$ cat src/replayQueue_macros.svh
// ~~~~~~~~~~~~~~~~~~~~~~~~~~~~~~~~~~~~~~~~~~~~~~~~~~~~~~~~~~~~~~~~~~~~~
// Replay queue sizing
// Lane counts, queue depth, interval range, MSHR count and the
// pointer widths shared by the replay queue blocks
// ~~~~~~~~~~~~~~~~~~~~~~~~~~~~~~~~~~~~~~~~~~~~~~~~~~~~~~~~~~~~~~~~~~~~~

`ifndef REPLAY_QUEUE_MACROS_SVH
`define REPLAY_QUEUE_MACROS_SVH

// Lanes recorded per entry
`define RQ_INT_WIDTH        2
`define RQ_MEM_WIDTH        1

// Queue storage
`define RQ_ENTRY_NUM        8
`define RQ_INDEX_BITS       3
`define RQ_COUNT_BITS       4

// Interval counters saturate here
`define RQ_MAX_INTERVAL     7
`define RQ_INTERVAL_BITS    3

// Pushes still in flight once the upper stages stall
`define RQ_MEM_LATENCY      3

// Memory side and op identity
`define MSHR_NUM            2
`define MSHR_ID_BITS        1
`define ACTIVE_LIST_BITS    4
`define OP_TAG_BITS         8

`endif

$ cat src/ReplayQueuePkg.sv
// ~~~~~~~~~~~~~~~~~~~~~~~~~~~~~~~~~~~~~~~~~~~~~~~~~~~~~~~~~~~~~~~~~~~~~
// Replay queue types
// Lane and entry layouts, MSHR state and the recovery request
// ~~~~~~~~~~~~~~~~~~~~~~~~~~~~~~~~~~~~~~~~~~~~~~~~~~~~~~~~~~~~~~~~~~~~~

`include "replayQueue_macros.svh"

package ReplayQueuePkg;

    typedef logic [`RQ_INDEX_BITS-1:0]    RqIndex;
    typedef logic [`RQ_COUNT_BITS-1:0]    RqCount;
    typedef logic [`RQ_INTERVAL_BITS-1:0] RqInterval;
    typedef logic [`ACTIVE_LIST_BITS-1:0] ActiveListPtr;
    typedef logic [`MSHR_ID_BITS-1:0]     MshrId;
    typedef logic [`OP_TAG_BITS-1:0]      OpTag;

    typedef enum logic {
        MEM_OP_LOAD,
        MEM_OP_STORE
    } MemOpType;

    // Phases from WRITE_CACHE onward mean the fill data is in
    typedef enum logic [1:0] {
        MSHR_PHASE_FREE,
        MSHR_PHASE_MISS_REQUEST,
        MSHR_PHASE_WRITE_CACHE,
        MSHR_PHASE_RELEASE
    } MshrPhase;

    typedef struct packed {
        logic         valid;
        ActiveListPtr activeListPtr;
        OpTag         tag;
    } IntLane;

    typedef struct packed {
        logic         valid;
        ActiveListPtr activeListPtr;
        OpTag         tag;
        MemOpType     opType;
        logic         hasMshr;
        MshrId        mshrId;
    } MemLane;

    typedef struct packed {
        IntLane [`RQ_INT_WIDTH-1:0] intLanes;
        MemLane [`RQ_MEM_WIDTH-1:0] memLanes;
        // Cycles since the previous push
        RqInterval                  interval;
    } ReplayEntry;

    typedef struct packed {
        logic     valid;
        MshrPhase phase;
    } MshrState;

    typedef struct packed {
        logic         strobe;
        ActiveListPtr flushHeadPtr;
        ActiveListPtr flushTailPtr;
    } RecoveryReq;

endpackage

$ cat src/ReplayFlushFilter.sv
// ~~~~~~~~~~~~~~~~~~~~~~~~~~~~~~~~~~~~~~~~~~~~~~~~~~~~~~~~~~~~~~~~~~~~~
// Replay flush filter
// Captures a recovery range, masks replayed lanes inside it and
// releases the MSHRs owned by flushed loads
// ~~~~~~~~~~~~~~~~~~~~~~~~~~~~~~~~~~~~~~~~~~~~~~~~~~~~~~~~~~~~~~~~~~~~~

`timescale 1ns/1ps

`include "replayQueue_macros.svh"

module ReplayFlushFilter
    import ReplayQueuePkg::*;
(
    input  logic                  clk,
    input  logic                  reset,
    input  RecoveryReq            recovery,
    input  RqCount                count,
    input  ReplayEntry            replayEntry,
    input  logic                  replay,
    output ReplayEntry            replayOut,
    output logic [`MSHR_NUM-1:0]  mshrRelease
);

    // Entries that were queued when the recovery hit
    RqCount       flushCount;
    ActiveListPtr rangeHead;
    ActiveListPtr rangeTail;
    logic         flushActive;

    // Circular range check, both ends inclusive
    function automatic logic inRange(ActiveListPtr ptr, ActiveListPtr head,
                                     ActiveListPtr tail);
        if (head <= tail) begin
            return (ptr >= head) && (ptr <= tail);
        end
        return (ptr >= head) || (ptr <= tail);
    endfunction

    always_ff @(posedge clk) begin
        if (reset) begin
            flushCount <= '0;
        end else if (recovery.strobe) begin
            flushCount <= count;
        end else if (flushActive && replay) begin
            flushCount <= flushCount - 1'b1;
        end
    end

    always_ff @(posedge clk) begin
        if (recovery.strobe) begin
            rangeHead <= recovery.flushHeadPtr;
            rangeTail <= recovery.flushTailPtr;
        end
    end

    assign flushActive = (flushCount != '0);

    always_comb begin
        replayOut   = replayEntry;
        mshrRelease = '0;
        for (int i = 0; i < `RQ_INT_WIDTH; i++) begin
            if (flushActive &&
                inRange(replayEntry.intLanes[i].activeListPtr, rangeHead, rangeTail)) begin
                replayOut.intLanes[i].valid = 1'b0;
            end
        end
        for (int i = 0; i < `RQ_MEM_WIDTH; i++) begin
            if (flushActive &&
                inRange(replayEntry.memLanes[i].activeListPtr, rangeHead, rangeTail)) begin
                replayOut.memLanes[i].valid = 1'b0;
                // A flushed miss owner frees its MSHR
                if (replayEntry.memLanes[i].valid &&
                    replayEntry.memLanes[i].opType == MEM_OP_LOAD &&
                    replayEntry.memLanes[i].hasMshr) begin
                    mshrRelease[replayEntry.memLanes[i].mshrId] = 1'b1;
                end
            end
        end
    end

endmodule

$ cat src/ReplayQueue.sv
// ~~~~~~~~~~~~~~~~~~~~~~~~~~~~~~~~~~~~~~~~~~~~~~~~~~~~~~~~~~~~~~~~~~~~~
// Replay queue top
// Records issued op groups and replays them in order with their
// original spacing, holding for MSHR fills and filtering flushed ops
// ~~~~~~~~~~~~~~~~~~~~~~~~~~~~~~~~~~~~~~~~~~~~~~~~~~~~~~~~~~~~~~~~~~~~~

`timescale 1ns/1ps

`include "replayQueue_macros.svh"

module ReplayQueue
    import ReplayQueuePkg::*;
(
    input  logic                      clk,
    input  logic                      reset,
    input  ReplayEntry                record,
    input  MshrState [`MSHR_NUM-1:0]  mshrState,
    input  RecoveryReq                recovery,
    output ReplayEntry                replayOut,
    output logic                      replay,
    output logic                      stallUpper,
    output logic [`MSHR_NUM-1:0]      mshrRelease
);

    logic       push;
    logic       pop;
    logic       full;
    logic       empty;
    RqIndex     headPtr;
    RqIndex     tailPtr;
    RqCount     count;
    ReplayEntry recordData;
    ReplayEntry headEntry;
    ReplayEntry replayEntry;

    ReplayQueuePointer pointer (
        .clk     (clk),
        .reset   (reset),
        .push    (push),
        .pop     (pop),
        .headPtr (headPtr),
        .tailPtr (tailPtr),
        .count   (count),
        .full    (full),
        .empty   (empty)
    );

    ReplayQueueRam ram (
        .clk       (clk),
        .we        (push),
        .writeAddr (tailPtr),
        .readAddr  (headPtr),
        .writeData (recordData),
        .readData  (headEntry)
    );

    ReplayScheduler scheduler (
        .clk         (clk),
        .reset       (reset),
        .record      (record),
        .headEntry   (headEntry),
        .full        (full),
        .empty       (empty),
        .mshrState   (mshrState),
        .push        (push),
        .pop         (pop),
        .recordOut   (recordData),
        .replayEntry (replayEntry),
        .replay      (replay)
    );

    ReplayFlushFilter flushFilter (
        .clk         (clk),
        .reset       (reset),
        .recovery    (recovery),
        .count       (count),
        .replayEntry (replayEntry),
        .replay      (replay),
        .replayOut   (replayOut),
        .mshrRelease (mshrRelease)
    );

    // Leave room for the pushes already in flight when the stall lands
    assign stallUpper = replay ||
                        (count >= RqCount'(`RQ_ENTRY_NUM - `RQ_MEM_LATENCY));

endmodule

$ cat src/ReplayQueuePointer.sv
// ~~~~~~~~~~~~~~~~~~~~~~~~~~~~~~~~~~~~~~~~~~~~~~~~~~~~~~~~~~~~~~~~~~~~~
// Replay queue pointers
// Circular head and tail with an occupancy count and full/empty flags
// ~~~~~~~~~~~~~~~~~~~~~~~~~~~~~~~~~~~~~~~~~~~~~~~~~~~~~~~~~~~~~~~~~~~~~

`timescale 1ns/1ps

`include "replayQueue_macros.svh"

module ReplayQueuePointer
    import ReplayQueuePkg::*;
(
    input  logic   clk,
    input  logic   reset,
    input  logic   push,
    input  logic   pop,
    output RqIndex headPtr,
    output RqIndex tailPtr,
    output RqCount count,
    output logic   full,
    output logic   empty
);

    function automatic RqIndex nextIndex(RqIndex ptr);
        if (ptr == RqIndex'(`RQ_ENTRY_NUM - 1)) begin
            return '0;
        end
        return ptr + 1'b1;
    endfunction

    always_ff @(posedge clk) begin
        if (reset) begin
            headPtr <= '0;
            tailPtr <= '0;
            count   <= '0;
        end else begin
            if (push) begin
                tailPtr <= nextIndex(tailPtr);
            end
            if (pop) begin
                headPtr <= nextIndex(headPtr);
            end
            // Simultaneous push and pop leaves the count alone
            case ({push, pop})
                2'b10:   count <= count + 1'b1;
                2'b01:   count <= count - 1'b1;
                default: count <= count;
            endcase
        end
    end

    assign full  = (count == RqCount'(`RQ_ENTRY_NUM));
    assign empty = (count == '0);

endmodule

$ cat src/ReplayQueueRam.sv
// ~~~~~~~~~~~~~~~~~~~~~~~~~~~~~~~~~~~~~~~~~~~~~~~~~~~~~~~~~~~~~~~~~~~~~
// Replay queue storage
// Entry array, written on the clock and read combinationally
// ~~~~~~~~~~~~~~~~~~~~~~~~~~~~~~~~~~~~~~~~~~~~~~~~~~~~~~~~~~~~~~~~~~~~~

`timescale 1ns/1ps

`include "replayQueue_macros.svh"

module ReplayQueueRam
    import ReplayQueuePkg::*;
(
    input  logic       clk,
    input  logic       we,
    input  RqIndex     writeAddr,
    input  RqIndex     readAddr,
    input  ReplayEntry writeData,
    output ReplayEntry readData
);

    ReplayEntry entries [`RQ_ENTRY_NUM];

    always_ff @(posedge clk) begin
        if (we) begin
            entries[writeAddr] <= writeData;
        end
    end

    assign readData = entries[readAddr];

endmodule

$ cat src/ReplayScheduler.sv
// ~~~~~~~~~~~~~~~~~~~~~~~~~~~~~~~~~~~~~~~~~~~~~~~~~~~~~~~~~~~~~~~~~~~~~
// Replay scheduler
// Records push spacing, holds the head for spacing and MSHR fills,
// and registers each popped entry for replay
// ~~~~~~~~~~~~~~~~~~~~~~~~~~~~~~~~~~~~~~~~~~~~~~~~~~~~~~~~~~~~~~~~~~~~~

`timescale 1ns/1ps

`include "replayQueue_macros.svh"

module ReplayScheduler
    import ReplayQueuePkg::*;
(
    input  logic                       clk,
    input  logic                       reset,
    input  ReplayEntry                 record,
    input  ReplayEntry                 headEntry,
    input  logic                       full,
    input  logic                       empty,
    input  MshrState [`MSHR_NUM-1:0]   mshrState,
    output logic                       push,
    output logic                       pop,
    output ReplayEntry                 recordOut,
    output ReplayEntry                 replayEntry,
    output logic                       replay
);

    RqInterval  pushInterval;
    RqInterval  popInterval;
    logic       mshrWait;
    ReplayEntry nextReplayEntry;

    function automatic logic anyLaneValid(ReplayEntry e);
        logic v;
        v = 1'b0;
        for (int i = 0; i < `RQ_INT_WIDTH; i++) begin
            v |= e.intLanes[i].valid;
        end
        for (int i = 0; i < `RQ_MEM_WIDTH; i++) begin
            v |= e.memLanes[i].valid;
        end
        return v;
    endfunction

    // Records arriving while full are dropped
    assign push = anyLaneValid(record) && !full;

    always_comb begin
        recordOut          = record;
        recordOut.interval = pushInterval;
    end

    // Head load still waiting on its miss fill
    always_comb begin
        mshrWait = 1'b0;
        for (int i = 0; i < `RQ_MEM_WIDTH; i++) begin
            if (headEntry.memLanes[i].valid &&
                headEntry.memLanes[i].opType == MEM_OP_LOAD &&
                headEntry.memLanes[i].hasMshr &&
                mshrState[headEntry.memLanes[i].mshrId].phase < MSHR_PHASE_WRITE_CACHE) begin
                mshrWait = 1'b1;
            end
        end
    end

    assign pop = !empty && (popInterval >= headEntry.interval) && !mshrWait;

    // Popped entry, valid only in its pop cycle
    always_comb begin
        nextReplayEntry = headEntry;
        for (int i = 0; i < `RQ_INT_WIDTH; i++) begin
            nextReplayEntry.intLanes[i].valid = pop && headEntry.intLanes[i].valid;
        end
        for (int i = 0; i < `RQ_MEM_WIDTH; i++) begin
            nextReplayEntry.memLanes[i].valid = pop && headEntry.memLanes[i].valid;
        end
    end

    always_ff @(posedge clk) begin
        if (reset) begin
            pushInterval <= '0;
            popInterval  <= '0;
        end else begin
            if (push) begin
                pushInterval <= '0;
            end else if (pushInterval < RqInterval'(`RQ_MAX_INTERVAL)) begin
                pushInterval <= pushInterval + 1'b1;
            end
            if (pop) begin
                popInterval <= '0;
            end else if (popInterval < RqInterval'(`RQ_MAX_INTERVAL)) begin
                popInterval <= popInterval + 1'b1;
            end
        end
    end

    // Replay stage
    always_ff @(posedge clk) begin
        replayEntry <= nextReplayEntry;
        replay      <= pop;
        if (reset) begin
            replay <= 1'b0;
            for (int i = 0; i < `RQ_INT_WIDTH; i++) begin
                replayEntry.intLanes[i].valid <= 1'b0;
            end
            for (int i = 0; i < `RQ_MEM_WIDTH; i++) begin
                replayEntry.memLanes[i].valid <= 1'b0;
            end
        end
    end

endmodule

$ cat config.mk
export PLATFORM = sky130hd
export DESIGN_NAME = ReplayQueue
export DESIGN_NICKNAME = d
export VERILOG_FILES = /design/src/ReplayQueuePkg.sv /design/src/ReplayFlushFilter.sv /design/src/ReplayQueue.sv /design/src/ReplayQueuePointer.sv /design/src/ReplayQueueRam.sv /design/src/ReplayScheduler.sv
export VERILOG_INCLUDE_DIRS = /design/src /design/src/src
export SDC_FILE = /design/constraint.sdc
export NUM_CORES = 1
export LEC_CHECK = 0
export BUFFER_PORTS_ARGS = -buffer_cell sky130_fd_sc_hd__clkbuf_2
export CORE_MARGIN = 2
export CORE_UTILIZATION = 35
export CTS_CLUSTER_SIZE = 20
export DETAILED_ROUTE_END_ITERATION = 6
export GPL_ROUTABILITY_DRIVEN = 0
export SYNTH_ARGS = -nofsm -noshare
export SYNTH_HDL_FRONTEND = slang
export SYNTH_SLANG_ARGS = --single-unit
$ cat constraint.sdc
create_clock -name clk -period 18.2 [get_ports clk]
set_clock_uncertainty 0.1 [all_clocks]
set_input_delay 4.55 -clock clk [delete_from_list [all_inputs] [get_ports clk]]
set_output_delay 4.55 -clock clk [all_outputs]
set_load 0.005 [all_outputs]
==> metrics.yaml <==
sta:
  worstMarginPinSlew_ns: 1.04
  fmaxAchievable_ghz: 0.131
  finalSetupTns_ns: 0
  slew_viol_final: 0
  grt_setup_unrepaired: "no"
  fin_crit_sh_pct: 42.0
  hold_viol: 0
  maxSlewHeadroom_pct: 30.4
  min_period_ns: 7.65
  final-setup-viol-count: 0
global_route:
  grt_pass1_wl_um: 51400
  groute.usage.overall_pct: 13.8
  grt_pass1_vias: 8147
  grt_max_degree: 68
  overflow: 0
  antenna_found_initial: 2
place:
  dp.final_hpwl_um: 19100
  io_buffers: 103
  dp_cells: 1519
clock_network:
  post_cts_resized: 0
  cts_tree: "built"
  cts_buffer_depth: 3
  cts_buffers: 48
  cts_sinks: 437
  ctsHtreeMaxLevel: 2
  clk_latency_ns: 0.59
  cts_setup_buffers: 0
  cts.clk_slew.worst_paths_ns: 0.06
  holdBufCountCts: 0
  cts-root-buf: "clkbuf_16"
yosys:
  yosys_warnings: 0
  syn-cell-area_um2: 16900
  avgSynthCellArea_um2: 19.7
  synth_seq_area_share_pct: 73.5
  ys_types: 39
  ys_ff_latch: 437
  synth.net_count: 963
  syn-instance-count: 860
pwr:
  power.leakage_nw: 6.62
  power_density_nw_per_um2: 142
  ir_drop_mv: 0.0660
floorplan:
  io_pins: 111
  die_x_um: 224
  dieArea_um2: 50100
  die_y_um: 224
  start_util_pct: 35.4
  core-area_um2: 47700
  num_rows: 80
final_layout:
  instances_no_fill: 1608
  fillCellCount: 4195
  final_core_util_pct: 40.9
  syn2layout_area_growth_pct: 15.5
  drive_gt1_share_pct: 33.2
  final_nets: 1057
  antenna_cells: 0
setup_path:
  critical_path.endpoint: "mshrRelease[1]"
  start_kind: "flip-flop"
  crit_path_start: "flushFilter.rangeTail[1]"
  path_max_fanout: 4
  end_kind: "output port"
  path_class: "reg -> out"
  worst-r2r-cell-count: 15
  rrSetupSlack_ns: 13.07
  reg2reg_to: "pointer.count[2]"
  cp_data_arrival_time_ns: 3.00
  worst_ep_required_time_ns: 13.55
detailed_routing:
  final_antenna_net_count: 0
  via_per_inst: 4.89
  avgRoutedWirePerCell_um: 21.2
  vias: 7870
  wirelength_um: 34100
  firstDrtPassIters: 4
  drt_iter0_drc: 500
  drc_errors: 0
run:
  max-cap-violations: 0
run_status:
  status: "finished, final reports clean"
worst_hold_path:
  hp-class: "reg -> reg"
[layout make-up]
cell class	count	area [um^2]	share of cell area (%)
multi-input cells	329	3990	20.4
flip-flops and latches	437	12400	63.7
clock buffers	75	1390	7.13
clock inverters	14	230	1.18
inverters	18	67.6	0.346
repair buffers	120	643	3.29
well taps	615	769	3.94
[where the power goes]
part / internal (mW) / switching (mW)
logic: 0.261 / 0.243
registers: 1.21 / 0.0759
clock network: 0.587 / 0.390
[cells in the mapped netlist]
master / n / area [um^2]
nor4bb_1: 2 / 20.0
nor3b_1: 5 / 37.5
nand4_1: 4 / 25.0
and3_1: 1 / 6.26
nand3b_1: 1 / 7.51
o22ai_1: 1 / 6.26
mux4_2: 88 / 1980
or3_1: 2 / 12.5
nor3_1: 12 / 60.1
o21ai_0: 11 / 55.1
or2_2: 1 / 6.26
a211oi_1: 3 / 22.5
a21oi_1: 14 / 70.1
xnor2_1: 3 / 26.3
xor2_1: 4 / 35.0
maj3_1: 3 / 30.0
nand2_1: 12 / 45.0
a21o_1: 7 / 52.6
ha_1: 41 / 513
a22o_1: 1 / 8.76
buf_2: 10 / 50.1
inv_1: 18 / 67.6
clkbuf_1: 19 / 71.3
buf_4: 42 / 315
nand3_1: 5 / 25.0
nor2_1: 19 / 71.3
a31oi_1: 2 / 12.5
edfxtp_1: 368 / 11100
nor4_1: 5 / 31.3
mux2i_1: 12 / 120
buf_6: 2 / 22.5
o21a_1: 15 / 113
mux2_2: 40 / 450
or4_1: 1 / 7.51
nor2b_1: 7 / 43.8
nor4b_1: 1 / 8.76
dfxtp_1: 69 / 1380
nand2b_1: 6 / 37.5
buf_1: 3 / 11.3
[kinds of logic (layout without fill, tap and decap cells)]
group           count (synthesis)  in the layout  synth area share, %
flops                         437            437                 73.5
mux                           140            140                 15.1
buf+inv                        94            227                 3.18
simple gates                   84             84                 2.63
compound gates                 54             54                 2.01
fa+ha+maj                      44             44                 3.21
xor+xnor                        7              7                0.363
[cells in the final DEF, fill, tap and decap left out, drive strengths merged, types with 6 or more instances in the layout]
master    n
edfxtp  368
a21oi    14
buf      17
nand2    12
mux4     88
nand2b    6
clkinv    8
nor3     12
mux2i    12
ha       41
o21ai    11
nor2b     7
dfxtp    69
a21o      7
clkbuf  178
inv      20
mux2     40
nor2     19
o21a     15
[registers in the layout, summed over array words and instances (netlist names), named ones only]
register,flops
flushFilter.rangeTail,4
pointer.tailPtr,3
flushFilter.rangeHead,4
scheduler.pushInterval,3
ram.entries,360
pointer.headPtr,3
scheduler.popInterval,3
flushFilter.flushCount,4
pointer.count,4
scheduler.replay,1
scheduler.replayEntry,45
[routing by layer]
metal / GRT usage [%] / up-vias / part of all wire, %
li1: - / 3587 / -
met1: 18.7 / 4071 / 45
met2: 22.3 / 156 / 48
met3: 2.70 / 52 / 4.7
met4: 4.92 / 4 / 2.3
met5: 0 / - / 0.082
[critical path, cell delays in order, from the launching register on]
cell	delay, ns
edfxtp_1	0.37
inv_1	0.18
ha_1	0.28
nor2b_1	0.13
o21a_1	0.17
o21a_1	0.17
o21a_1	0.16
maj3_1	0.47
nor4b_1	0.33
clkbuf_2	0.16
[how the worst min path moves through the flow]
stage	slack, ns	depth (start not counted)	to	from
after detailed placement	0.39	2	flip-flop	pointer.headPtr[2]
after global placement	0.38	2	flip-flop	pointer.headPtr[1]
after global routing	0.43	2	flip-flop	pointer.headPtr[1]
after CTS	0.41	2	flip-flop	pointer.headPtr[2]
after floorplan	0.37	2	flip-flop	pointer.headPtr[1]
final	0.40	2	flip-flop	pointer.headPtr[1]
[stage by stage]
step	power [mW]	setup WS (ns)	area, um^2	hold WS [ns]
2_1_floorplan	1.70	9.02	16900	0.372
3_3_place_gp	1.82	10.51	17900	0.381
3_5_place_dp	1.83	10.48	17900	0.390
4_1_cts	2.82	10.47	19500	0.407
5_1_grt	2.91	10.37	19500	0.425
6_report	2.77	10.55	19500	0.403
No activity file was read; power rests on OpenSTA's default activity.
